==> src/hw/cpu_pkg.sv <==
// Opcodes, branch conditions, register indices, reset values and the instruction word union
package cpu_pkg;

	// ALU group, low three bits double as the ALU operation
	localparam logic [3:0] op_add  = 4'd0;
	localparam logic [3:0] op_sub  = 4'd1;
	localparam logic [3:0] op_nand = 4'd2;
	localparam logic [3:0] op_xor  = 4'd3;
	localparam logic [3:0] op_inc  = 4'd4;
	localparam logic [3:0] op_sra  = 4'd5;
	localparam logic [3:0] op_srl  = 4'd6;
	localparam logic [3:0] op_sll  = 4'd7;

	// Memory, byte, flow control
	localparam logic [3:0] op_lw   = 4'd8;
	localparam logic [3:0] op_sw   = 4'd9;
	localparam logic [3:0] op_lhb  = 4'd10;
	localparam logic [3:0] op_llb  = 4'd11;
	localparam logic [3:0] op_b    = 4'd12;
	localparam logic [3:0] op_call = 4'd13;
	localparam logic [3:0] op_ret  = 4'd14;
	localparam logic [3:0] op_err  = 4'd15;

	// Branch conditions
	localparam logic [2:0] cond_eq = 3'd0;
	localparam logic [2:0] cond_lt = 3'd1;
	localparam logic [2:0] cond_gt = 3'd2;
	localparam logic [2:0] cond_ov = 3'd3;
	localparam logic [2:0] cond_ne = 3'd4;
	localparam logic [2:0] cond_ge = 3'd5;
	localparam logic [2:0] cond_le = 3'd6;
	localparam logic [2:0] cond_tr = 3'd7;

	localparam logic [3:0] reg_ds = 4'd14; // Data segment base
	localparam logic [3:0] reg_sp = 4'd15; // Stack pointer

	localparam logic [15:0] sp_reset = 16'h0100;

	// One instruction word, three field layouts
	typedef union packed {
		struct packed {
			logic [3:0] opcode;
			logic [3:0] rd;
			logic [3:0] rs;
			logic [3:0] rt; // Also the 4-bit immediate of INC
		} r;
		struct packed {
			logic [3:0] opcode;
			logic [3:0] rd;
			logic [7:0] imm8;
		} i;
		struct packed {
			logic [3:0] opcode;
			logic [2:0] cond;
			logic [8:0] offset;
		} b;
	} instr_u;

endpackage

==> src/hw/ctrl_if.sv <==
// Decoded control signal bundle with decoder and datapath views
`timescale 1ns/1ps

interface ctrl_if;
	logic       data_reg;     // Port 1 reads DS
	logic       call;         // Port 1 reads SP - 1, write to SP
	logic       rtrn;         // Port 1 reads SP, write SP + 1
	logic       branch;
	logic       mem_to_reg;   // Load
	logic       reg_to_mem;   // Store
	logic [2:0] alu_op;
	logic       alu_src;      // Second operand is the immediate
	logic       sign_ext_sel; // 1 for 4-bit immediate, 0 for imm8
	logic       reg_rt_src;   // Port 2 reads rd instead of rt
	logic       reg_write;
	logic       half_spec;    // 0 LHB, 1 LLB
	logic       halt;

	modport decoder (output data_reg, call, rtrn, branch, mem_to_reg, reg_to_mem,
		alu_op, alu_src, sign_ext_sel, reg_rt_src, reg_write, half_spec, halt);

	modport datapath (input data_reg, call, rtrn, branch, mem_to_reg, reg_to_mem,
		alu_op, alu_src, sign_ext_sel, reg_rt_src, reg_write, half_spec, halt);

endinterface

==> src/hw/reg_file.sv <==
// Sixteen-entry register file with DS and SP steering and write-back select
`timescale 1ns/1ps

module reg_file (
	input  logic            clk,
	input  logic            rst,
	ctrl_if.datapath        ctl,
	input  cpu_pkg::instr_u instr,
	input  logic [15:0]     alu_result,
	input  logic [15:0]     dmem_rdata,
	output logic [15:0]     rd1,
	output logic [15:0]     rd2,
	input  logic            halted
);
	import cpu_pkg::*;

	logic [15:0] regs [16];
	logic [3:0]  rd_idx1;
	logic [3:0]  rd_idx2;
	logic [3:0]  wr_idx;
	logic [15:0] rd_val1;
	logic [15:0] byte_merge;
	logic [15:0] wr_data;
	logic        stack_op;
	logic        wr_en;

	assign stack_op = ctl.call | ctl.rtrn;

	// Port 1 is DS for memory ops, SP for stack ops
	assign rd_idx1 = ctl.data_reg ? reg_ds : (stack_op ? reg_sp : instr.r.rs);
	// R0 on port 2 during stack ops, so the ALU adds zero
	assign rd_idx2 = stack_op ? 4'd0 : (ctl.reg_rt_src ? instr.r.rd : instr.r.rt);

	assign rd_val1 = (rd_idx1 == 4'd0) ? 16'h0000 : regs[rd_idx1];
	assign rd1     = ctl.call ? rd_val1 - 16'd1 : rd_val1;
	assign rd2     = (rd_idx2 == 4'd0) ? 16'h0000 : regs[rd_idx2];

	// LLB keeps the high byte, LHB the low byte
	assign byte_merge = ctl.half_spec ? {rd2[15:8], instr.i.imm8} : {instr.i.imm8, rd2[7:0]};

	always_comb begin
		if (ctl.mem_to_reg)
			wr_data = dmem_rdata;
		else if (ctl.rtrn)
			wr_data = rd1 + 16'd1; // Pop
		else if (ctl.reg_rt_src && ctl.reg_write)
			wr_data = byte_merge;
		else
			wr_data = alu_result; // ALU ops, and SP - 1 on CALL
	end

	assign wr_idx = stack_op ? reg_sp : instr.r.rd;
	assign wr_en  = ctl.reg_write & ~halted;

	always_ff @(posedge clk) begin
		if (rst) begin
			for (int i = 0; i < 16; i++)
				regs[i] <= 16'h0000;
			regs[reg_sp] <= sp_reset;
		end else if (wr_en) begin
			regs[wr_idx] <= wr_data;
		end
	end

	// Halt latch in pc_unit must freeze the architectural state
	a_frozen_when_halted: assert property (@(posedge clk) disable iff (rst)
		halted |=> $stable(regs[reg_sp]) && $stable(regs[reg_ds]))
		else $error("register write while halted");

endmodule

==> src/flat_wrapper.sv <==
// flat-port wrapper written by rule: the top's interface ports become plain ports
module reg_file_flat import cpu_pkg::*;
  (clk, rst, instr, alu_result, dmem_rdata, rd1, rd2, halted, ctl_data_reg, ctl_call, ctl_rtrn, ctl_branch, ctl_mem_to_reg, ctl_reg_to_mem, ctl_alu_op, ctl_alu_src, ctl_sign_ext_sel, ctl_reg_rt_src, ctl_reg_write, ctl_half_spec, ctl_halt);
  ctrl_if ctl_i ();
  input  logic clk;
  input  logic rst;
  input  cpu_pkg::instr_u instr;
  input  logic [15:0] alu_result;
  input  logic [15:0] dmem_rdata;
  output logic [15:0] rd1;
  output logic [15:0] rd2;
  input  logic halted;
  input wire logic [$bits(ctl_i.data_reg)-1:0] ctl_data_reg;
  input wire logic [$bits(ctl_i.call)-1:0] ctl_call;
  input wire logic [$bits(ctl_i.rtrn)-1:0] ctl_rtrn;
  input wire logic [$bits(ctl_i.branch)-1:0] ctl_branch;
  input wire logic [$bits(ctl_i.mem_to_reg)-1:0] ctl_mem_to_reg;
  input wire logic [$bits(ctl_i.reg_to_mem)-1:0] ctl_reg_to_mem;
  input wire logic [$bits(ctl_i.alu_op)-1:0] ctl_alu_op;
  input wire logic [$bits(ctl_i.alu_src)-1:0] ctl_alu_src;
  input wire logic [$bits(ctl_i.sign_ext_sel)-1:0] ctl_sign_ext_sel;
  input wire logic [$bits(ctl_i.reg_rt_src)-1:0] ctl_reg_rt_src;
  input wire logic [$bits(ctl_i.reg_write)-1:0] ctl_reg_write;
  input wire logic [$bits(ctl_i.half_spec)-1:0] ctl_half_spec;
  input wire logic [$bits(ctl_i.halt)-1:0] ctl_halt;
  assign ctl_i.data_reg = ctl_data_reg;
  assign ctl_i.call = ctl_call;
  assign ctl_i.rtrn = ctl_rtrn;
  assign ctl_i.branch = ctl_branch;
  assign ctl_i.mem_to_reg = ctl_mem_to_reg;
  assign ctl_i.reg_to_mem = ctl_reg_to_mem;
  assign ctl_i.alu_op = ctl_alu_op;
  assign ctl_i.alu_src = ctl_alu_src;
  assign ctl_i.sign_ext_sel = ctl_sign_ext_sel;
  assign ctl_i.reg_rt_src = ctl_reg_rt_src;
  assign ctl_i.reg_write = ctl_reg_write;
  assign ctl_i.half_spec = ctl_half_spec;
  assign ctl_i.halt = ctl_halt;
  reg_file u_core (.clk(clk), .rst(rst), .ctl(ctl_i), .instr(instr), .alu_result(alu_result), .dmem_rdata(dmem_rdata), .rd1(rd1), .rd2(rd2), .halted(halted));
endmodule
==> config.mk <==
export PLATFORM = sky130hd
export DESIGN_NAME = reg_file_flat
export DESIGN_NICKNAME = d
export VERILOG_FILES = /design/src/hw/cpu_pkg.sv /design/src/hw/ctrl_if.sv /design/src/hw/reg_file.sv /design/src/flat_wrapper.sv
export SDC_FILE = /design/constraint.sdc
export NUM_CORES = 1
export LEC_CHECK = 0
export BUFFER_PORTS_ARGS = -buffer_cell sky130_fd_sc_hd__clkbuf_2
export CAP_MARGIN = 5
export CORE_MARGIN = 1.5
export CORE_UTILIZATION = 60
export DETAILED_ROUTE_END_ITERATION = 10
export PLACE_DENSITY_LB_ADDON = 0.12
export SYNTH_ARGS = -nofsm -noshare
export SYNTH_HDL_FRONTEND = slang
export SYNTH_SLANG_ARGS = --single-unit
==> constraint.sdc <==
create_clock -name clk -period 10.6 [get_ports clk]
set_clock_uncertainty 0.1 [all_clocks]
set_input_delay 1.59 -clock clk [delete_from_list [all_inputs] [get_ports clk]]
set_output_delay 1.59 -clock clk [all_outputs]
set_load 0.01 [all_outputs]
## Yosys cells after proc, flatten, opt, wreduce, memory -nomap -nowiden

Memories as Yosys holds them, arrays and structs flattened.
Cells that the tools add are included.

- Flip-flop bits (word level): 0
- Memory bits (writable): 256
- Input bits: 66
- Word-level logic and storage cells: 32
- Memories: 1

- Add/sub/neg operators: 2
- Mux-type cells: 21
- Bitwise gates (word level): 4
- Reductions and logical operators: 4

Memories:

| name | words | width | rd ports | clocked after memory_dff | wr ports | RTL line | RTL |
|---|---|---|---|---|---|---|---|
| u_core.regs | 16 | 16 | 2 | 0 | 16 | reg_file.sv:17 | `logic [15:0] regs [16];` |

Operators with widths:

| kind | number |
|---|---|
| $mux W16 | 9 |
| $mux W4 | 6 |
| $add A16 B1 Y16 const B | 1 |
| $reduce_or A16 Y1 | 1 |
| $sub A16 B1 Y16 const B | 1 |
| $logic_not A4 Y1 | 2 |
| $mux W1 | 6 |
| $or A1 B1 Y1 | 2 |
| $and A1 B1 Y1 | 1 |
| $logic_and A1 B1 Y1 | 1 |
| $not A1 Y1 | 1 |

## Logic depth before layout (Yosys ltp)

- Word-level depth: 11
- Mapped depth: 21
- Depth with buffers taken out: 15

## Worst setup path after synthesis

OpenSTA, ideal clock, no wires.

- Kind: input port to output port
- Start point: input port instr[4] (netlist bit)
- End point: output port rd1[14]
- Data arrival time: 4.577 ns
- Slack: 4.333 ns
- Stages on the path: 14
- Path buffers: 3
- Cell sequence: buf_2 -> nor3_1 -> buf_2 -> clkbuf_1 -> a21oi_1 -> o31ai_1 -> nor3_1 -> nor2_1 -> ha_1 -> nand2_1 -> or3_1 -> nor3_1 -> nand3_1 -> xnor2_1

- Longest elaborated chain between the ends: 6
- Elaborated cells on any way between the ends: 7
- Those cells by class: add/sub: 1; mux: 4; reduce/logical: 1; memory: 1

Ends and longest elaborated chain:

| what | RTL line | RTL |
|---|---|---|
| start: declaration | flat_wrapper.sv:7 | `input cpu_pkg::instr_u instr;` |
| $mux W4 * (2 in a row) | reg_file.sv:30 | `assign rd_idx1 = ctl.data_reg ? reg_ds : (stack_op ? reg_sp : instr.r.rs);` |
| $mem_v2 Z16 W16 or $logic_not A4 Y1 (tied branches) | n/a |  |
| $mux W16 * | reg_file.sv:34 | `assign rd_val1 = (rd_idx1 == 4'd0) ? 16'h0000 : regs[rd_idx1];` |
| $sub A16 B1 Y16 | reg_file.sv:35 | `assign rd1 = ctl.call ? rd_val1 - 16'd1 : rd_val1;` |
| $mux W16 * | reg_file.sv:35 |  |
| end: declaration | flat_wrapper.sv:10 | `output logic [15:0] rd1;` |

Mark *: on every way between the ends. The rest lies on a longest branch, timed or not.

## Final worst setup path

- Start point: input port ctl_rtrn
- End point: output port rd1[14]

- Longest elaborated chain between the ends: 7
- Elaborated cells on any way between the ends: 8
- Those cells by class: add/sub: 1; mux: 4; bitwise: 1; reduce/logical: 1; memory: 1

Ends and longest elaborated chain:

| what | RTL line | RTL |
|---|---|---|
| start: declaration | flat_wrapper.sv:15 | `input wire logic [$bits(ctl_i.rtrn)-1:0] ctl_rtrn;` |
| $or A1 B1 Y1 * | reg_file.sv:27 | `assign stack_op = ctl.call \| ctl.rtrn;` |
| $mux W4 * (2 in a row) | reg_file.sv:30 |  |
| $mem_v2 Z16 W16 or $logic_not A4 Y1 (tied branches) | n/a |  |
| $mux W16 * | reg_file.sv:34 |  |
| $sub A16 B1 Y16 | reg_file.sv:35 |  |
| $mux W16 * | reg_file.sv:35 |  |

Marked as above.

==> impl_metrics.csv <==
group,metric,value,unit
clocking,numCtsBuffers,28,
final_layout,antenna_cells,0,
timing,setup_viol,0,
pwr,peakVddDrop,0.151,mV
logic_synthesis,netlist_instances,1655,
logic_synthesis,ys_types,89,
setup_path,critPathLaunchType,"input pin",
timing,worst_pin_slew,1330,ps
floorplanning,row_count,59,
final_layout,final_cell_mix,"256 x edfxtp_1, 247 x nand2_1, 221 x nor2_1",
route,drt-total-wl,60000,µm
final_layout,final_common_cell,"edfxtp_1",
route,drc,0,
global_routing,grt_max_degree,66,
route,viasPerCell,7.25,
route,routed-wl-met3,8730,µm
clocking,cts_resized,0,
min_path,min_from,"u_core.regs[10][10]",
timing,post-route-min-period,8320,ps
final_layout,nFillCells,2139,
timing,rsz0062_at_grt,"no",
final_layout,largest_reg_flops,256,
setup_path,reg2reg_slack,5870,ps
global_routing,overflow,0,
pwr,seqPwrFrac,0.447,
route,vias,14704,
floorplanning,core-area,25900,µm²
route,post_drt_wl_per_cell,29.6,µm
logic_synthesis,ys_ff_latch,256,
logic_synthesis,yosysTopAreaCell,"edfxtp_1",
pwr,power.density,152,nW/µm²
timing,hold_viol_final,0,
global_routing,grt_pass1_wl,85800,µm
clocking,htreeDepth,1,
timing,fin_crit_sh,0.785,
final_layout,top_regs,"u_core.regs (256)",
logic_synthesis,synth_edf_count,256,
logic_synthesis,seq_area_frac_synth,0.488,
floorplanning,fp.dieH,165,µm
pwr,clkPwrFrac,0.385,
clocking,clk_latency,550,ps
final_layout,areaGrowthSynthToFinish,9.97,%
timing,timing.setup.tns,0,ps
pwr,power_switching,0.730,mW
outcome,outcome,"complete, no violations",
route,met2_length,26200,µm
setup_path,worstSetupStartpoint,"ctl_rtrn",
clocking,cts.clk_slew.worst_paths,60,ps
route,first_pass_iters,7,
timing,maxSlewHeadroom,0.107,
place,placed_area,16400,µm²
route,drtIter0Drc,2379,
floorplanning,dieArea,27300,µm²
logic_synthesis,async_flop_share,0,
logic_synthesis,synthFlopType,"edfxtp_1",
final_layout,nets,1742,
logic_synthesis,synth_top_area_share,0.488,
place,io_buffers,85,
logic_synthesis,synth_fp_nets,1723,
clocking,holdBufCountCts,0,
clocking,cts_tree,"yes",
clocking,clock_path_buffers,3,
route,highest_layer,"met4",
final_layout,multi_input_area,7420,µm²
global_routing,grt_antenna_before_repair,1,
clocking,clockRootBuffer,"clkbuf_16",
setup_path,crit_type,"in -> out",
clocking,post_cts_buffers,0,
global_routing,grt_pass1_vias,13593,
final_layout,stdcell_area,17300,µm²
route,m1WireLength,20000,µm
floorplanning,die_x,165,µm
timing,maxSlewViolCount,0,
final_layout,drive_gt1_frac,0.158,
pwr,p_comb_frac,0.167,
final_layout,instances_no_fill,2029,
global_routing,grt_usage,0.441,
floorplanning,ioPinCount,98,
timing,max_freq,120,MHz
place,dp.cells,1979,
logic_synthesis,ys.warnings.count,0,
job,drv_cap,0,
final_layout,seqCellArea,7690,µm²
setup_path,worstPathRequired,8910,ps
setup_path,critPathMaxFanout,34,
clocking,cts.sinks,256,
pwr,p_leak,6.40,nW
floorplanning,start_util,0.608,
logic_synthesis,synthesis.area,15800,µm²
route,detail-route-antenna-nets,0,
pwr,swShare,0.277,
logic_synthesis,synth_area_per_cell,9.53,µm²
pwr,p_int,1.90,mW
setup_path,end_kind,"output pin",
setup_path,cp.arrival,6630,ps
logic_synthesis,netlist_top_cells_area,"edfxtp_1 49%, nand2_1 5.9%, nor2_1 5.3%, a211oi_1 2.7%, mux2i_1 2.6%",
place,gp_congestion,0.939,
min_path,hold_class,"reg -> reg",
place,hpwlAfterDp,37400,µm
setup_path,r2r-start,"u_core.regs[6][0]",
final_layout,regMostFlops,"u_core.regs",
## worst max-delay path, cell delays in order
cell      delay (ps)
clkbuf_2         520
or4_2           1290
or3_1            680
o31ai_1          130
nor3_1           140
nor2_1           240
ha_1             210
nand2_1          100
or3_1            470
nor3_1           500
nand3_1          160
xnor2_1          370
clkbuf_2         200
## cell usage after synthesis, drive strengths merged, types with 6 or more instances
cell type  instances
nand4              6
xnor2             17
clkbuf            95
inv               18
or4                6
nor2b             53
buf               50
o221ai             6
a31oi             41
o21ai             58
o2111a             6
or3                9
nor3              20
nor2             245
nor3b              8
a221oi            10
edfxtp           256
a311oi            23
nand2b            30
a22oi              9
a211oi            58
o211ai            12
nand2            248
mux2i             41
nor4               7
o31ai              6
and3              47
a21oi             55
a211o              6
mux2              29
a31o               9
nand3             72
a221o             14
## metrics by stage
stage | power (mW) | hold slack, ps | worst slack (ps) | util
after floorplan | 1.46 | 1110 | 4330 | -
after global placement | 1.61 | 1230 | 2620 | 0.633
after detailed placement | 1.61 | 1210 | 2510 | 0.633
after CTS | 2.60 | 1230 | 2500 | 0.669
after global routing | 2.68 | 1330 | 2090 | 0.669
final | 2.63 | 1250 | 2280 | 0.669
## power groups by stage
stage	Sequential (mW)	Clock (mW)	Combinational [mW]
after detailed placement	1.20	0	0.418
after floorplan	1.19	0	0.269
after global placement	1.19	0	0.412
after CTS	1.18	1.01	0.420
final	1.18	1.01	0.441
after global routing	1.18	1.04	0.458
## cells by family after synthesis
logic type	count (synthesis)	synth area share
flip-flops	256	0.488
XOR/XNOR	22	0.0122
adder cells (fa/ha/maj)	2	0.00159
multiplexers	75	0.0539
AND/OR/NAND/NOR	773	0.231
buffers and inverters	163	0.0438
AO/OA/AOI/OAI	364	0.170
## final timing paths
path,endpoint,cells past startpoint
worst min register to register,u_core.regs[15][10],6
worst min-delay path,u_core.regs[15][10],6
worst max-delay path,rd1[14],13
worst max register to register,u_core.regs[3][11],15
## area by class of cell
| class | count | share of cell area |
|---|---|---|
| clock buffer | 31 | 0.0423 |
| clock inverter | 19 | 0.0122 |
| inverter | 18 | 0.00390 |
| multi-input combinational | 1236 | 0.428 |
| sequential | 256 | 0.443 |
| tap | 335 | 0.0242 |
| timing repair buffer | 134 | 0.0459 |
## routing by layer
layer	vias up	global-route usage
met4	0	0.310
li1	6145	-
met5	-	0
met2	1341	0.665
met1	6880	0.550
met3	338	0.121
Power figures use the tool's default switching activity.
