===== config.mk =====
export PLATFORM = sky130hd
export DESIGN_NAME = pc_unit_flat
export DESIGN_NICKNAME = d
export VERILOG_FILES = /design/src/hw/cpu_pkg.sv /design/src/hw/ctrl_if.sv /design/src/hw/pc_unit.sv /design/src/flat_wrapper.sv
export SDC_FILE = /design/constraint.sdc
export NUM_CORES = 1
export LEC_CHECK = 0
export BUFFER_PORTS_ARGS = -buffer_cell sky130_fd_sc_hd__buf_4
export CELL_PAD_IN_SITES_DETAIL_PLACEMENT = 1
export CELL_PAD_IN_SITES_GLOBAL_PLACEMENT = 1
export CORE_MARGIN = 10
export CORE_UTILIZATION = 30
export CTS_BUF_LIST = sky130_fd_sc_hd__clkbuf_16
export DETAILED_ROUTE_END_ITERATION = 12
export PLACE_DENSITY = 0.68
export SLEW_MARGIN = 20
export SYNTH_ARGS = -nofsm -noshare
export SYNTH_HDL_FRONTEND = slang
export SYNTH_SLANG_ARGS = --single-unit

===== constraint.sdc =====
create_clock -name clk -period 6.9 [get_ports clk]
set_clock_uncertainty 0.05 [all_clocks]
set_input_delay 0.69 -clock clk [delete_from_list [all_inputs] [get_ports clk]]
set_output_delay 0.69 -clock clk [all_outputs]
set_load 0.03 [all_outputs]

===== src/hw/cpu_pkg.sv =====
// Opcodes, branch conditions, register indices, reset values and the instruction word union
package cpu_pkg;

	// ALU group, low three bits double as the ALU operation
	localparam logic [3:0] op_add  = 4'd0;
	localparam logic [3:0] op_sub  = 4'd1;
	localparam logic [3:0] op_nand = 4'd2;
	localparam logic [3:0] op_xor  = 4'd3;
	localparam logic [3:0] op_inc  = 4'd4;
	localparam logic [3:0] op_sra  = 4'd5;
	localparam logic [3:0] op_srl  = 4'd6;
	localparam logic [3:0] op_sll  = 4'd7;

	// Memory, byte, flow control
	localparam logic [3:0] op_lw   = 4'd8;
	localparam logic [3:0] op_sw   = 4'd9;
	localparam logic [3:0] op_lhb  = 4'd10;
	localparam logic [3:0] op_llb  = 4'd11;
	localparam logic [3:0] op_b    = 4'd12;
	localparam logic [3:0] op_call = 4'd13;
	localparam logic [3:0] op_ret  = 4'd14;
	localparam logic [3:0] op_err  = 4'd15;

	// Branch conditions
	localparam logic [2:0] cond_eq = 3'd0;
	localparam logic [2:0] cond_lt = 3'd1;
	localparam logic [2:0] cond_gt = 3'd2;
	localparam logic [2:0] cond_ov = 3'd3;
	localparam logic [2:0] cond_ne = 3'd4;
	localparam logic [2:0] cond_ge = 3'd5;
	localparam logic [2:0] cond_le = 3'd6;
	localparam logic [2:0] cond_tr = 3'd7;

	localparam logic [3:0] reg_ds = 4'd14; // Data segment base
	localparam logic [3:0] reg_sp = 4'd15; // Stack pointer

	localparam logic [15:0] sp_reset = 16'h0100;

	// One instruction word, three field layouts
	typedef union packed {
		struct packed {
			logic [3:0] opcode;
			logic [3:0] rd;
			logic [3:0] rs;
			logic [3:0] rt; // Also the 4-bit immediate of INC
		} r;
		struct packed {
			logic [3:0] opcode;
			logic [3:0] rd;
			logic [7:0] imm8;
		} i;
		struct packed {
			logic [3:0] opcode;
			logic [2:0] cond;
			logic [8:0] offset;
		} b;
	} instr_u;

endpackage


===== src/hw/ctrl_if.sv =====
// Decoded control signal bundle with decoder and datapath views
`timescale 1ns/1ps

interface ctrl_if;
	logic       data_reg;     // Port 1 reads DS
	logic       call;         // Port 1 reads SP - 1, write to SP
	logic       rtrn;         // Port 1 reads SP, write SP + 1
	logic       branch;
	logic       mem_to_reg;   // Load
	logic       reg_to_mem;   // Store
	logic [2:0] alu_op;
	logic       alu_src;      // Second operand is the immediate
	logic       sign_ext_sel; // 1 for 4-bit immediate, 0 for imm8
	logic       reg_rt_src;   // Port 2 reads rd instead of rt
	logic       reg_write;
	logic       half_spec;    // 0 LHB, 1 LLB
	logic       halt;

	modport decoder (output data_reg, call, rtrn, branch, mem_to_reg, reg_to_mem,
		alu_op, alu_src, sign_ext_sel, reg_rt_src, reg_write, half_spec, halt);

	modport datapath (input data_reg, call, rtrn, branch, mem_to_reg, reg_to_mem,
		alu_op, alu_src, sign_ext_sel, reg_rt_src, reg_write, half_spec, halt);

endinterface


===== src/hw/pc_unit.sv =====
// Program counter, branch condition check, call and return targets, halt latch
`timescale 1ns/1ps

module pc_unit (
	input  logic            clk,
	input  logic            rst,
	ctrl_if.datapath        ctl,
	input  cpu_pkg::instr_u instr,
	input  logic            flag_z,
	input  logic            flag_n,
	input  logic            flag_v,
	input  logic [15:0]     dmem_rdata,
	output logic [15:0]     pc,
	output logic            halted
);
	import cpu_pkg::*;

	logic [15:0] pc_inc;
	logic [15:0] br_target;
	logic [15:0] call_target;
	logic [15:0] next_pc;
	logic        taken;

	assign pc_inc      = pc + 16'd1;
	assign br_target   = pc_inc + {{7{instr.b.offset[8]}}, instr.b.offset};
	// CALL offset spans the low 12 bits
	assign call_target = pc_inc + {{4{instr.i.rd[3]}}, instr.i.rd, instr.i.imm8};

	always_comb begin
		case (instr.b.cond)
			cond_eq: taken = flag_z;
			cond_lt: taken = flag_n;
			cond_gt: taken = ~flag_z & ~flag_n;
			cond_ov: taken = flag_v;
			cond_ne: taken = ~flag_z;
			cond_ge: taken = ~flag_n;
			cond_le: taken = flag_z | flag_n;
			default: taken = 1'b1; // TR
		endcase
	end

	always_comb begin
		if (ctl.rtrn)
			next_pc = dmem_rdata; // Popped return address
		else if (ctl.call)
			next_pc = call_target;
		else if (ctl.branch && taken)
			next_pc = br_target;
		else
			next_pc = pc_inc;
	end

	// ERR still advances the PC once, then everything freezes
	always_ff @(posedge clk) begin
		if (rst) begin
			pc     <= 16'h0000;
			halted <= 1'b0;
		end else if (!halted) begin
			pc     <= next_pc;
			halted <= ctl.halt;
		end
	end

	a_pc_frozen: assert property (@(posedge clk) disable iff (rst)
		halted |=> halted && $stable(pc))
		else $error("PC moved while halted");

endmodule


===== src/flat_wrapper.sv =====
// flat-port wrapper written by rule: the top's interface ports become plain ports
module pc_unit_flat import cpu_pkg::*;
  (clk, rst, instr, flag_z, flag_n, flag_v, dmem_rdata, pc, halted, ctl_data_reg, ctl_call, ctl_rtrn, ctl_branch, ctl_mem_to_reg, ctl_reg_to_mem, ctl_alu_op, ctl_alu_src, ctl_sign_ext_sel, ctl_reg_rt_src, ctl_reg_write, ctl_half_spec, ctl_halt);
  ctrl_if ctl_i ();
  input  logic clk;
  input  logic rst;
  input  cpu_pkg::instr_u instr;
  input  logic flag_z;
  input  logic flag_n;
  input  logic flag_v;
  input  logic [15:0] dmem_rdata;
  output logic [15:0] pc;
  output logic halted;
  input wire logic [$bits(ctl_i.data_reg)-1:0] ctl_data_reg;
  input wire logic [$bits(ctl_i.call)-1:0] ctl_call;
  input wire logic [$bits(ctl_i.rtrn)-1:0] ctl_rtrn;
  input wire logic [$bits(ctl_i.branch)-1:0] ctl_branch;
  input wire logic [$bits(ctl_i.mem_to_reg)-1:0] ctl_mem_to_reg;
  input wire logic [$bits(ctl_i.reg_to_mem)-1:0] ctl_reg_to_mem;
  input wire logic [$bits(ctl_i.alu_op)-1:0] ctl_alu_op;
  input wire logic [$bits(ctl_i.alu_src)-1:0] ctl_alu_src;
  input wire logic [$bits(ctl_i.sign_ext_sel)-1:0] ctl_sign_ext_sel;
  input wire logic [$bits(ctl_i.reg_rt_src)-1:0] ctl_reg_rt_src;
  input wire logic [$bits(ctl_i.reg_write)-1:0] ctl_reg_write;
  input wire logic [$bits(ctl_i.half_spec)-1:0] ctl_half_spec;
  input wire logic [$bits(ctl_i.halt)-1:0] ctl_halt;
  assign ctl_i.data_reg = ctl_data_reg;
  assign ctl_i.call = ctl_call;
  assign ctl_i.rtrn = ctl_rtrn;
  assign ctl_i.branch = ctl_branch;
  assign ctl_i.mem_to_reg = ctl_mem_to_reg;
  assign ctl_i.reg_to_mem = ctl_reg_to_mem;
  assign ctl_i.alu_op = ctl_alu_op;
  assign ctl_i.alu_src = ctl_alu_src;
  assign ctl_i.sign_ext_sel = ctl_sign_ext_sel;
  assign ctl_i.reg_rt_src = ctl_reg_rt_src;
  assign ctl_i.reg_write = ctl_reg_write;
  assign ctl_i.half_spec = ctl_half_spec;
  assign ctl_i.halt = ctl_halt;
  pc_unit u_core (.clk(clk), .rst(rst), .ctl(ctl_i), .instr(instr), .flag_z(flag_z), .flag_n(flag_n), .flag_v(flag_v), .dmem_rdata(dmem_rdata), .pc(pc), .halted(halted));
endmodule

# == Yosys cells after proc, flatten, opt, wreduce, memory -nomap -nowiden ==
# Index checks and enable logic that the tools add are counted.
# word_totals
regBits,17
latchBits,0
mem_bits_rw,0
romBits,0
out_inout_bits,17
wordCells,22
n_memories,0
# classes
n_addsub,3
mul,0
div_mod_pow,0
magnitude_cmp,0
n_eq_ne,6
shifts,0
mux,5
bitwise_logic,4
reduce_logical,2
# ops
operator,count
2-to-1 mux 16 bit,3
adder 16 bit,2
"adder 16 x 1 -> 16 bit, second input constant",1
"== test 3 bit, second input constant",3
one-hot mux 1 bit (7 select lines),1
"== test 3 x 2 -> 1 bit, second input constant",2
"== test 3 x 1 -> 1 bit, second input constant",1
zero test 3 bit,1
NOT 1 bit,2
AND 1 bit,1
logical AND 1 bit,1
2-to-1 mux 1 bit,1
OR 1 bit,1

# == Logic depth before layout (Yosys ltp) ==
# Gate-level depths: netlist (run 1).
# logic_depth
ltp_word,7
ltp_mapped,12

# == Worst setup path after synthesis (run 1) ==
# Ideal clock, no wire load.
# synth_timing
path_kind,flip-flop to flip-flop
startpoint,register u_core.pc[2]
endpoint,register u_core.pc[15]
arrival_ns,3.277
required_time_ns,6.759
path_slack_ns,3.482
stages_incl_launch_ff,13
n_path_buf,0
period_less_slack_ns,3.418
path_cell_list,dfxtp_1 > and3_1 > nand4_1 > nor2_1 > xnor2_1 > ha_1 > or3_1 > or2_2 > a311oi_1 > o21bai_1 > mux2_2 > a2111oi_1 > nor4bb_1
# synth_via
elab_chain_len,5
elab_cells_between_ends,6
cone_classes,add/sub (3); mux (3)
# synth_lines
item,line_no,source
"start, declared",pc_unit.sv:13,"output logic [15:0] pc,"
"start signal, assigned",pc_unit.sv:59,pc <= next_pc;
adder 16 x 1 -> 16 bit (*),pc_unit.sv:24,assign pc_inc = pc + 16'd1;
adder 16 bit,pc_unit.sv:25,"assign br_target = pc_inc + {{7{instr.b.offset[8]}}, instr.b.offset};"
2-to-1 mux 16 bit,pc_unit.sv:47,else if (ctl.branch && taken)
2-to-1 mux 16 bit (*),pc_unit.sv:45,else if (ctl.call)
2-to-1 mux 16 bit (*),pc_unit.sv:43,if (ctl.rtrn)
# Every way passes the cells marked *; elsewhere a longest branch is shown, timed or not.
# A chain may end at the register's enable or synchronous reset.

# == Worst setup path in the final report (run 1) ==
# Same ends and word-level chain as after synthesis.

==> results.md, run 1 <==
- The total power per unit cell area is 174.7 nW/µm².
- The post-synthesis cell count is 343.
- The worst reg2reg path depth is 11.
- The clock edge transition at the registers on the reported setup and hold paths is 0.05 ns.
- The initial core utilization is 0.3070.
- The met3 demand-to-capacity share in global routing is 0.02791.
- Counting both buffers and inverters, the worst setup path holds a total of 0.
- In this run the core area contains 33 standard-cell rows.
- The floorplan core area is 8175 µm².
- The detailed router finished its first iteration with 103 violations.
- The timing-limited maximum frequency is 255.9 MHz.
- For met2 alone, demand over resource in global routing was 0.2548.
- The kind of path behind the tightest hold check is register to register.
- The mean area per synthesized cell is 7.318 µm².
- The warning count from the yosys run is 0.
- In this run the vertical extent of the chip is 111.5 µm.
- The H-tree depth is 1.
- The synthesized design contains 0 enable-type register cells.
- The clock tree buffer depth is 2.
- The width of the die is 111.5 µm.
- The area growth from synthesis to layout is 22.63%.
- The number of gates resized after CTS was 0.
- The number of top-level pins is 69.
- The slowest stage of the critical path is the o41ai_1 cell.
- Wires add up to 9.103 mm.
- The library cell used most frequently in the layout, excluding fill and tap cells, is buf_4.
- Across every metal layer, demand over resource in global routing totals 0.1415.
- The number of global-route vias before repair is 2916.
- The count of input and output buffers is 53.
- The DRC violation count after routing is 0.
- Summed over all layers, the global routing overflow is 0.
- For the worst-skew pair, the clock arrives at the later sink with an insertion delay of 0.25 ns.
- The first global-routing pass estimated 15.08 mm of wire.
- Walking the worst path, the cells encountered are and3_1 -> nand4_1 -> xnor2_1 -> ha_1 -> o21ai_0 -> o21ai_0 -> o221ai_1 -> o21ai_0 -> o41ai_1 -> mux2i_1 -> nor4bb_1.
- The buffers inserted during post-CTS setup optimization is 0.
- The register-to-register setup slack is 2.99 ns.
- The element type at the critical path end is a register.
- The flow ran to the end, and the final reports show no timing, DRC or antenna violations.
- The final count of negative-setup-slack endpoints is 0.
- The number of cells on the worst hold path is 2.
- The final route contains 2776 vias.
- Summed over all failing endpoints, the final setup total negative slack is 0 ns.
- The post-layout instance area is 3078 µm².
- The critical path runs through a total of 11 cells.
- The critical path's most frequent cell is o21ai_0.
- The clock tree root buffer cell is clkbuf_16.
- At the end of routability-driven placement, the weighted congestion stood at 0.8375.
- Detailed placement ended at an HPWL of 7.481 mm.
- The cell area after synthesis is 2510 µm².
- In this run, distinct cell masters in the synthesized netlist total 56.
- The number of antenna diodes in the final layout is 0.
- The fraction of final layout cells with drive strength greater than 1 is 0.1778.
- At the pin with the least slew margin, the transition time is 0.8543 ns.
- The number of max-capacitance violations reported is 0.
- In the layout the commonest cells are 54 x buf_4, 29 x nand2_1, 29 x o21ai_0.
- Once placement finished, the instance area stood at 2998 µm².
- The worst endpoint required time is 7.00 ns.
- The die outline area is 12420 µm².
- The startpoint-to-endpoint class of the critical path is register to register.
- The count of filler cells inserted in the layout is 1063.
- The final-stage net count is 467.
- The most used routing layer is met2.
- The number of search-and-repair iterations in the first detailed-routing pass is 4.
- The met1 capacity usage during global routing is 0.1783.
- The final worst hold slack is 0.4732 ns.
- The number of nets in the synthesized netlist is 421.
- The maximum fanout count along the critical path is 7.
- The clock sink total is 17.
- The worst setup path is launched from a register.
- The CTS tree is yes.
- The hold buffer count at cts is 0.
- The final-report hold violation count came to 0.
- For this run, the leading register cell type out of synthesis is dfxtp_1.
- Setup repair after global routing left no endpoint under its margin.
- In the final routed layout, each cell accounts on average for 18.46 µm.
- The clock buffer count from CTS is 3.
- The number of pins with negative max-slew slack in the final report is 0.
- The arrival time reported for the critical path endpoint is 4.01 ns.
- The delay of the slowest critical-path stage is 0.55 ns.
- In this run the remaining antenna-violating nets after routing total 0.
- In this run the static leakage power is 0.001275 µW.
- The sequential element share of the synthesized area is 0.1356.
- The largest net degree at the start of global routing is 23.
- For this run, asynchronously set or reset flops after synthesis account for 0.
- The via count normalized by instance count is 5.631.
- Grouping stages by cell kind, the critical path spends the most delay in compound AO/OA/AOI/OAI gates.
- Counting flops and latches in the post-synthesis netlist gives 17.
- Of the available clock period, the critical path in the final layout requires 0.5663.
- Counting I/O delays and the setup requirement, the final critical path takes 3.907 ns.
- The number of antenna violations at the first check in global routing is 0.
- The maximum vdd drop is 0.09107 mV.
- The normalized max-slew margin is 0.4297.
-- cell usage after synthesis (4+ instances only) --
library cell  number  area share
nand2_1           29       0.043
o21ai_0           29       0.058
a21oi_1           28       0.056
ha_1              25        0.12
nor2_1            20       0.030
nand3_1           18       0.036
xnor2_1           18       0.063
dfxtp_1           17        0.14
inv_1             14       0.021
clkbuf_1          13       0.019
nor3_1            10       0.020
xor2_1            10       0.035
a21o_1             7       0.021
o211ai_1           6       0.018
a31oi_1            5       0.012
mux2_2             5       0.022
nand4_1            5       0.012
o221ai_1           5       0.017
a211oi_1           4       0.012
and3_1             4       0.010
mux2i_1            4       0.016
nor2b_1            4       0.010
o21bai_1           4       0.012
o22ai_1            4       0.010
o31a_1             4       0.014
-- registers in the layout, summed over array words and instances, names as in the netlist --
register,flops
u_core.halted,1
u_core.pc,16
-- report_power, final --
part | switching [µW] | internal, µW | leakage, µW
combinational | 168 | 123 | 0.00109
clock | 40.3 | 77.6 | 0.0000409
sequential | 20.3 | 109 | 0.000141
-- per-stage QoR --
step	power, µW	worst slack [ns]	cells	utilization
2_1_floorplan	327.1	3.482	343	-
5_1_grt	580.6	2.478	493	0.3765
3_5_place_dp	422.1	3.026	489	0.3667
6_report	537.8	2.993	493	0.3765
4_1_cts	541.6	2.950	493	0.3765
3_3_place_gp	415.6	3.059	489	0.3667
-- path summary, 6_finish.rpt --
check,start,to
worst max-delay path,u_core.pc[2],u_core.pc[15]
worst min-delay path,u_core.pc[4],u_core.pc[4]
worst max register to register,u_core.pc[2],u_core.pc[15]
worst min register to register,u_core.pc[4],u_core.pc[4]
-- area by class of cell --
cell class | count | area [µm²] | area share
Timing Repair Buffer | 54 | 405.4 | 0.1317
Clock buffer | 3 | 75.07 | 0.02439
Clock inverter | 1 | 5.005 | 0.001626
Inverter | 14 | 52.55 | 0.01707
Multi-Input combinational cell | 299 | 2068 | 0.6720
Tap cell | 105 | 131.4 | 0.04268
Sequential cell | 17 | 340.3 | 0.1106
-- kinds of logic (layout without fill, tap and decap cells) --
logic type                 count (synthesis)  count (layout)  synth area share
AOI/OAI and AO/OA                        125             125            0.3305
xor gates and xnor gates                  28              28           0.09770
adders and majority gates                 26              26            0.1326
buffers and inverters                     27              72           0.04038
DFF                                       17              17            0.1356
muxes                                      9               9           0.03838
and+or+nand+nor                          111             111            0.2248
-- layer usage --
layer	wire, µm	vias to the layer above
met4	0	0
met3	291	0
met1	4388	1320
li1	-	1407
met5	0	-
met2	4422	49
-- worst register-to-register path, cell delays in order (launching register included) --
cell and delay [ns]:
dfxtp_1 0.45, and3_1 0.29, nand4_1 0.31, xnor2_1 0.43, ha_1 0.36, o21ai_0 0.35, o21ai_0 0.14, o221ai_1 0.25
o21ai_0 0.16, o41ai_1 0.55, mux2i_1 0.18, nor4bb_1 0.29
Power figures use the tool's default switching activity.
==> run 2: changes to the inputs <==
--- a/config.mk
+++ b/config.mk
@@ -5,6 +5,7 @@
 export SDC_FILE = /design/constraint.sdc
 export NUM_CORES = 1
 export LEC_CHECK = 0
+export ABC_AREA = 1
 export BUFFER_PORTS_ARGS = -buffer_cell sky130_fd_sc_hd__buf_4
 export CELL_PAD_IN_SITES_DETAIL_PLACEMENT = 1
 export CELL_PAD_IN_SITES_GLOBAL_PLACEMENT = 1
@@ -12,7 +13,7 @@
 export CORE_UTILIZATION = 30
 export CTS_BUF_LIST = sky130_fd_sc_hd__clkbuf_16
 export DETAILED_ROUTE_END_ITERATION = 12
-export PLACE_DENSITY = 0.68
+export PLACE_DENSITY = 0.73
 export SLEW_MARGIN = 20
 export SYNTH_ARGS = -nofsm -noshare
 export SYNTH_HDL_FRONTEND = slang
==> constraint.sdc (replaced) <==
create_clock -name clk -period 3.2 [get_ports clk]
set_clock_uncertainty 0.05 [all_clocks]
set_input_delay 0.32 -clock clk [delete_from_list [all_inputs] [get_ports clk]]
set_output_delay 0.32 -clock clk [all_outputs]
set_load 0.03 [all_outputs]
==> run 2 against run 1 <==
Compared with the run above:
- sequential power up 110%
- global-route usage increased by 0.37 points
- critical endpoint unchanged
- hold slack worse by 0.29 ns
- critical path type unchanged
==> results.md, run 2 <==
- The count of flip-flops with a built-in enable after synthesis is 0.
- The number of pins with negative max-slew slack in the final report is 0.
- Pin placement for this block handled 69 I/O pins.
- In the global route stage, met2 resource usage came out at 0.2688.
- The clock buffer count from CTS is 3.
- The diode insertion count for antenna repair is 0.
- Of the total power, the clock network draws 0.207.
- The area growth from synthesis to layout is 24.16%.
- Entering global routing, the biggest net connects 20 pins.
- The flip-flop count of the largest register after layout is 16.
- The most critical setup path has its endpoint at u_core.pc[15].
- The root buffer cell chosen for the clock tree is clkbuf_16.
- The non-filler instance count after layout is 635.
- The share of flip-flops with an asynchronous set or reset is 0.
- The startpoint kind of the worst setup timing path is a register.
- The CTS tree is yes.
- The clock latency reported for the late side of the worst-skew pair is 0.24 ns.
- The largest registers in the layout are u_core.pc (16), u_core.halted (1).
- The number of storage elements in the synthesis netlist is 17.
- The final estimated routing congestion in global placement is 0.8493.
- For the pin with the worst max-slew slack, the measured transition is 0.6722 ns.
- The DRC violation count after routing is 0.
- The share of the core filled with cells in the final layout is 0.3859.
- Synthesis produced 473 cells.
- The final-report hold violation count was 0.
- Across every metal layer, demand over resource in global routing totals 0.1452.
- Ranked by total cell area, the synthesized netlist is headed by nand2_1 18%, dfxtp_1 12%, ha_1 11%.
- Setup violations remaining at the end of the flow were counted as 0.
- The startpoint-to-endpoint class of the critical path is register to register.
- Of all nets on the critical path, the largest fanout is 5.
- The register-to-register setup slack is 0.29 ns.
- The portion of synthesized cell area occupied by the leading cell type is 0.1750.
- The leading cell type in the layout, fill and taps excluded is nand2_1.
- The most repeated cell in the gate-level netlist after synthesis is nand2_1.
- Of the total power, the share spent switching nets is 0.4474.
- The warning count from the yosys run is 0.
- Max-cap violations in this run came to 0.
- Buffers inserted to repair hold after CTS numbered 0.
- The count of input and output buffers is 53.
- Of the total power, combinational logic draws 0.566.
- The destination of the worst register-to-register timing path is u_core.pc[15].
- The standard cell area after detailed placement is 3264 µm².
- The overall routed net length is 10.02 mm.
- In this run the most critical hold path is launched from rst.
- The average routed wire per standard cell is 15.78 µm.
- u_core.pc holds more flip-flops than any other register.
- After clock tree synthesis, the clock-pin slew on the worst setup and hold paths is 0.05 ns.
- The fraction of final layout cells with drive strength greater than 1 is 0.1860.
- The timing-limited maximum frequency is 343.5 MHz.
- Cell internal power was estimated by the tool at 650.7 µW.
- The switching power total is 526.9 µW.
- In the routed layout, each cell is associated on average with a via count of 5.061.
- The floorplan core area is 8763 µm².
- Data on the critical path arrives at its endpoint at 3.04 ns.
- The detailed router's first-iteration violation count is 132.
- The share of the Yosys chip area taken by registers is 0.1249.
- The number of nets in the synthesized netlist is 551.
- The worst setup path is captured at a register.
- Row generation in the floorplan step produced 34 rows.
- After routing the design area is 3382 µm².
- The total power per unit cell area is 348.2 nW/µm².
- The clock sink total is 17.
- The flow ran to the end, and the final reports show no timing, DRC or antenna violations.
- The sum of net half-perimeters after detailed placement is 8.512 mm.
- After layout, the minimum clock period comes to 2.911 ns.
- The count of nets left with antenna violations once routing finished came out at 0.
- Summing over every cut layer, the via total after detailed routing is 3214.
- The H-tree depth is 1.
- The number of antenna violations at the first check in global routing is 0.
- In this run the horizontal extent of the chip is 115.3 µm.
- After global routing the overflow that remains totals 0.
- The met1 capacity usage during global routing is 0.1740.
- The synthesized netlist occupies a cell area of 2724 µm².
- The global-route wire length before repair is 16.08 mm.
- The number of global-route vias before repair came to 3246.
- At the worst endpoint, the required time is 3.33 ns.
- The number of library cell types mapped by synthesis is 38.
- The die covers 13290 µm².
- The worst-case IR drop observed on VDD is 0.1637 mV.
- In the global route stage, met3 resource usage came out at 0.02240.
- Dividing the final minimum period by the clock period gives 0.9097.
- The final-stage net count is 606.
- Counting along the longest clock path gives a buffer depth of 2.
- On the final layout, the worst hold slack is 0.1858 ns.
- In the synthesized netlist, the cells that appear most often are 127 x nand2_1, 63 x inv_1, 52 x a21oi_1.
- The number of instances in the placed design is 631.
- The startpoint identified for the worst register-to-register timing path is u_core.pc[0].
- The first TritonRoute pass finished after 4 iterations.
- The mean area per synthesized cell is 5.759 µm².
- The count of filler cells inserted in the layout is 1216.
- The kind of path behind the tightest hold check is input pin to register.
- The library cells used most frequently in the layout, excluding fill and tap cells, are 125 x nand2_1, 64 x inv_1, 60 x buf_4.
- The die height is 115.3 µm.
- The normalized max-slew margin is 0.5512.
- The initial core utilization is 0.3108.
- The critical path launch point is u_core.pc[0].
- The most used routing layer is met2.
- Of the total power, registers draw 0.227.
- The static leakage power is 0.001772 µW.
- Measured in cells, the most critical reg-to-reg path has a length of 22.
- The largest area contributor in the netlist is nand2_1.
- The most instantiated flip-flop cell in the synthesis netlist is dfxtp_1.
==> run 2: cell types whose count changed after synthesis, sizes merged, moves of 6 or more <==
| cell | delta |
|---|---|
| a21oi | +28 |
| xnor2 | -13 |
| a21o | -6 |
| inv | +55 |
| nand2 | +102 |
| nor2 | +29 |
| clkbuf | -6 |
| nand3 | +21 |
==> run 2: worst min path at each step <==
stage | slack, ns | end | cells past startpoint
floorplan | 0.34 | u_core.halted | 1
global route | 0.19 | u_core.halted | 2
detailed placement | 0.44 | u_core.halted | 2
finish | 0.19 | u_core.halted | 2
global placement | 0.44 | u_core.halted | 2
CTS | 0.18 | u_core.halted | 2
==> run 2: stage by stage <==
stage / setup slack [ns] / setup TNS [ns] / power, µW
after CTS: 0.1181 / 0 / 1173
after global placement: 0.2528 / 0 / 906.5
after global routing: -0.01613 / -0.01613 / 1282
final: 0.2889 / 0 / 1178
after detailed placement: 0.1495 / 0 / 925.1
after floorplan: 0.3328 / 0 / 702.0
==> run 2: routing by layer <==
layer | part of all wire | vias up
li1 | - | 1658
met1 | 0.44 | 1496
met2 | 0.51 | 50
met3 | 0.039 | 10
met4 | 0.011 | 0
met5 | 0 | -
==> run 2: area by class of cell <==
| type | count | area, µm² | area share |
|---|---|---|---|
| tap | 108 | 135.1 | 0.03996 |
| inverter | 70 | 262.8 | 0.07769 |
| timing repair buffer | 60 | 450.4 | 0.1332 |
| multi-input combinational | 376 | 2115 | 0.6252 |
| clock inverter | 1 | 3.754 | 0.001110 |
| sequential | 17 | 340.3 | 0.1006 |
| clock buffer | 3 | 75.07 | 0.02220 |
==> run 2: kinds of logic after synthesis <==
group,synth area share
flip-flops,0.1249
AND/OR/NAND/NOR,0.3771
XOR/XNOR,0.05099
adder cells (fa/ha/maj),0.1222
buffers and inverters,0.1130
AO/OA/AOI/OAI,0.2118
==> run 2: power by group through the flow <==
stage	combinational, µW	clock (µW)	sequential (µW)
finish	666	244	267
detailed placement	654	0	271
CTS	658	248	267
floorplan	397	0	305
global placement	635	0	271
global route	748	261	272
==> run 2: worst max-delay path: stages, from the launching register on <==
cell and delay, ns:
dfxtp_1 0.34, ha_2 0.21, nand2_1 0.09, inv_2 0.07, nand2_2 0.07, nor2_4 0.12, nand2_1 0.11, nor2_1 0.11
nand3_1 0.07, nand2_1 0.09, inv_1 0.10, ha_1 0.36, a21oi_2 0.22, nand2_1 0.10, nand2_1 0.06, nand3_1 0.07
a21oi_2 0.15, inv_1 0.05, nand2_1 0.05, nand3_1 0.07, nand2_1 0.08, nand2_1 0.07, a21oi_2 0.13
==> run 2: timing repair <==
item | CTS | global route
gates resized for setup | 0 | 11
setup endpoints to repair | 0 | 3
setup buffers | 0 | 0
==> run 3: changes to the inputs <==
--- a/config.mk
+++ b/config.mk
@@ -5,15 +5,13 @@
 export SDC_FILE = /design/constraint.sdc
 export NUM_CORES = 1
 export LEC_CHECK = 0
-export ABC_AREA = 1
 export BUFFER_PORTS_ARGS = -buffer_cell sky130_fd_sc_hd__buf_4
 export CELL_PAD_IN_SITES_DETAIL_PLACEMENT = 1
 export CELL_PAD_IN_SITES_GLOBAL_PLACEMENT = 1
-export CORE_MARGIN = 10
 export CORE_UTILIZATION = 30
 export CTS_BUF_LIST = sky130_fd_sc_hd__clkbuf_16
 export DETAILED_ROUTE_END_ITERATION = 12
-export PLACE_DENSITY = 0.73
+export PLACE_DENSITY = 0.7
 export SLEW_MARGIN = 20
 export SYNTH_ARGS = -nofsm -noshare
 export SYNTH_HDL_FRONTEND = slang
==> run 3 against run 2 <==
Compared with the run above:
- combinational power is 33% higher
- via count is 1.2% lower
- total power is 19% higher
- sequential share of layout area is 1.1 points lower
- clock-buffer cell count stayed put
- die area is 34% lower
- critical path depth is 9 lower
==> results.md, run 3 (synthesis gave the netlist of run 1 again) <==
- In the layout the commonest cells are 119 x buf_4, 29 x nand2_1, 26 x a21oi_1.
- Of the cells placed in the final design, the portion with a size suffix greater than 1 is 0.4242.
- The flow ran to the end, and the final reports show no timing, DRC or antenna violations.
- The total power per unit cell area is 353.4 nW/µm².
- The sum of net half-perimeters after detailed placement is 8.040 mm.
- Max-cap violations in this run came to 0.
- At the later pin of the worst-skew pair, clock insertion delay measures 0.25 ns.
- The floorplan step set the die width to 93.47 µm.
- After clock tree synthesis, the clock-pin slew on the worst setup and hold paths is 0.05 ns.
- The first global-routing pass estimated 16.02 mm of wire.
- The final-stage net count is 534.
- Leaving out fill and tap cells, the most frequent cell in the layout is buf_4.
- The number of standard-cell rows in the floorplan is 32.
- The final estimated routing congestion in global placement is 0.8441.
- The hold buffer count at cts is 0.
- The floorplan core area is 7928 µm².
- The number of pins with negative max-slew slack in the final report is 0.
- The post-route minimum period is 3.168 ns.
- At the worst endpoint, the arrival time is 3.28 ns.
- The normalized max-slew margin is 0.6126.
- The final-report hold violation count is 0.
- The CTS tree is yes.
- For this run, the detailed router's first-pass iteration total came to 4.
- The flip-flop count of the largest register after layout is 16.
- The number of antenna violations at the first check in global routing is 0.
- The detailed-route via count is 3176.
- In the routed design, unresolved DRC markers number 0.
- STA classifies the critical path endpoint as a register.
- The count of input and output buffers is 53.
- After global routing the overflow that remains totals 0.
- The aggregate negative setup slack is 0 ns.
- The clock tree root buffer cell is clkbuf_16.
- The clock sink total is 17.
- The total chip power is 1407 µW.
- In this run the number of H-tree levels came out at 1.
- The largest register by flop count is u_core.pc.
- The diode insertion count for antenna repair is 0.
- In this run the count of I/O pins placed on the die edge is 69.
- In this run the worst path has a maximum fanout of 6.
- The total routing usage reported by global routing is 0.2347.
- The detailed router's first-iteration violation count is 117.
- VDD sags by at most 0.2032 mV.
- In this run the vertical extent of the chip is 93.47 µm.
- The floorplan step defined a die boundary enclosing 8736 µm².
- The final count of negative-setup-slack endpoints is 0.
- STA classifies the critical path startpoint as a register.
- The largest net degree at the start of global routing is 18.
- Based on the critical path, the design can be clocked at up to 315.6 MHz.
- Summed over all layers, the routed wires come to 10.23 mm.
- The critical path in this run is classified as register to register.
- The final period utilization is 0.9900.
- The static leakage power is 0.001705 µW.
- For this configuration, the core starts out at a cell density of 0.3166.
- The number of global-route vias before repair was 3259.
- Measured on the finished design, the core utilization comes to 0.5022.
- Setup repair after global routing could not meet its margin everywhere.
- The worst endpoint required time is 3.31 ns.
- The clock passes through at most 2 buffers.
- Clock tree synthesis inserted a total of 3 buffers.
- In the final layout, the registers with the most flip-flops are u_core.pc (16), u_core.halted (1).
- After detailed routing, the average wire length per cell comes to 18.37 µm.
- The tightest min-delay check is of the input pin to register type.
- The via count normalized by instance count is 5.702.
- At the pin with the least slew margin, the transition time is 0.5790 ns.
- The area growth from synthesis to layout is 58.62%.
- The count of nets left with antenna violations once routing finished came out at 0.
-- run 3: cell count changes in the layout (fill, tap and decap cells not counted), moves of 6 or more --
cell	previous run	this run
a21o_1	1	7
buf_4	60	119
dfxtp_1	17	9
nand2_1	125	29
nand3_1	38	16
inv_1	64	14
inv_2	6	0
a21oi_2	9	2
xnor2_2	0	7
a21oi_1	47	26
nor2_1	44	16
-- run 3: worst paths after layout --
kind,startpoint,endpoint,slack [ns],cells after the start
worst max register to register,u_core.pc[1],u_core.pc[15],0.03,13
worst max-delay path,u_core.pc[1],u_core.pc[15],0.03,13
worst min-delay path,ctl_halt,u_core.halted,0.23,3
worst min register to register,u_core.pc[13],u_core.pc[13],0.51,2
-- run 3: layout make-up --
cell class | count | area (µm²)
inverter | 14 | 52.55
timing repair buffer | 121 | 915.9
tap | 102 | 127.6
clock buffer | 3 | 75.07
fill | 996 | 3946
clock inverter | 1 | 5.005
sequential | 17 | 357.8
multi-input combinational | 299 | 2447
-- run 3: through the flow --
step | cells | setup slack (ns) | instance area, µm² | hold WS [ns]
floorplan | 343 | 0.01456 | 2534 | 0.3485
global placement | 545 | -0.08541 | 3461 | 0.4865
detailed placement | 545 | -0.1682 | 3461 | 0.4930
CTS | 553 | 0.0001232 | 3686 | 0.2375
global route | 557 | -0.08268 | 3981 | 0.2818
finish | 557 | 0.03184 | 3981 | 0.2333
-- run 3: repair_timing --
action | in CTS | in global routing
hold endpoints to repair | 0 | 0
endpoints found under the setup margin | 6 | 7
pin swaps | 12 | 25
buffers inserted | 4 | 5
cloned | 0 | 0
gates resized for setup | 23 | 52
-- run 3: worst max-delay path, cell delays in order, from the launching register on --
cell       delay [ns]
dfxtp_2          0.36
buf_4            0.16
nand4_1          0.15
buf_6            0.17
nor2_4           0.10
xor2_2           0.11
ha_2             0.19
or3_4            0.38
or2_4            0.23
a311oi_2         0.29
o21bai_2         0.15
mux2_4           0.34
a2111oi_4        0.17
nor4bb_1         0.22
-- run 3: layer usage --
metal	routed length (µm)	part of all wire	GRT usage	vias to the layer above
met3	288	0.028	0.02846	12
met1	4312	0.42	0.2769	1572
met5	0	0	0	-
met2	5415	0.53	0.4498	67
li1	-	-	-	1525
met4	215	0.021	0.04615	0
-- run 3: where the power goes --
group / switching [µW] / leakage [µW] / total [µW] / internal, µW
combinational: 464 / 0.00152 / 885 / 422
sequential: 28.5 / 0.000145 / 265 / 237
clock: 88.8 / 0.0000409 / 256 / 167
total: 581 / 0.00171 / 1410 / 826
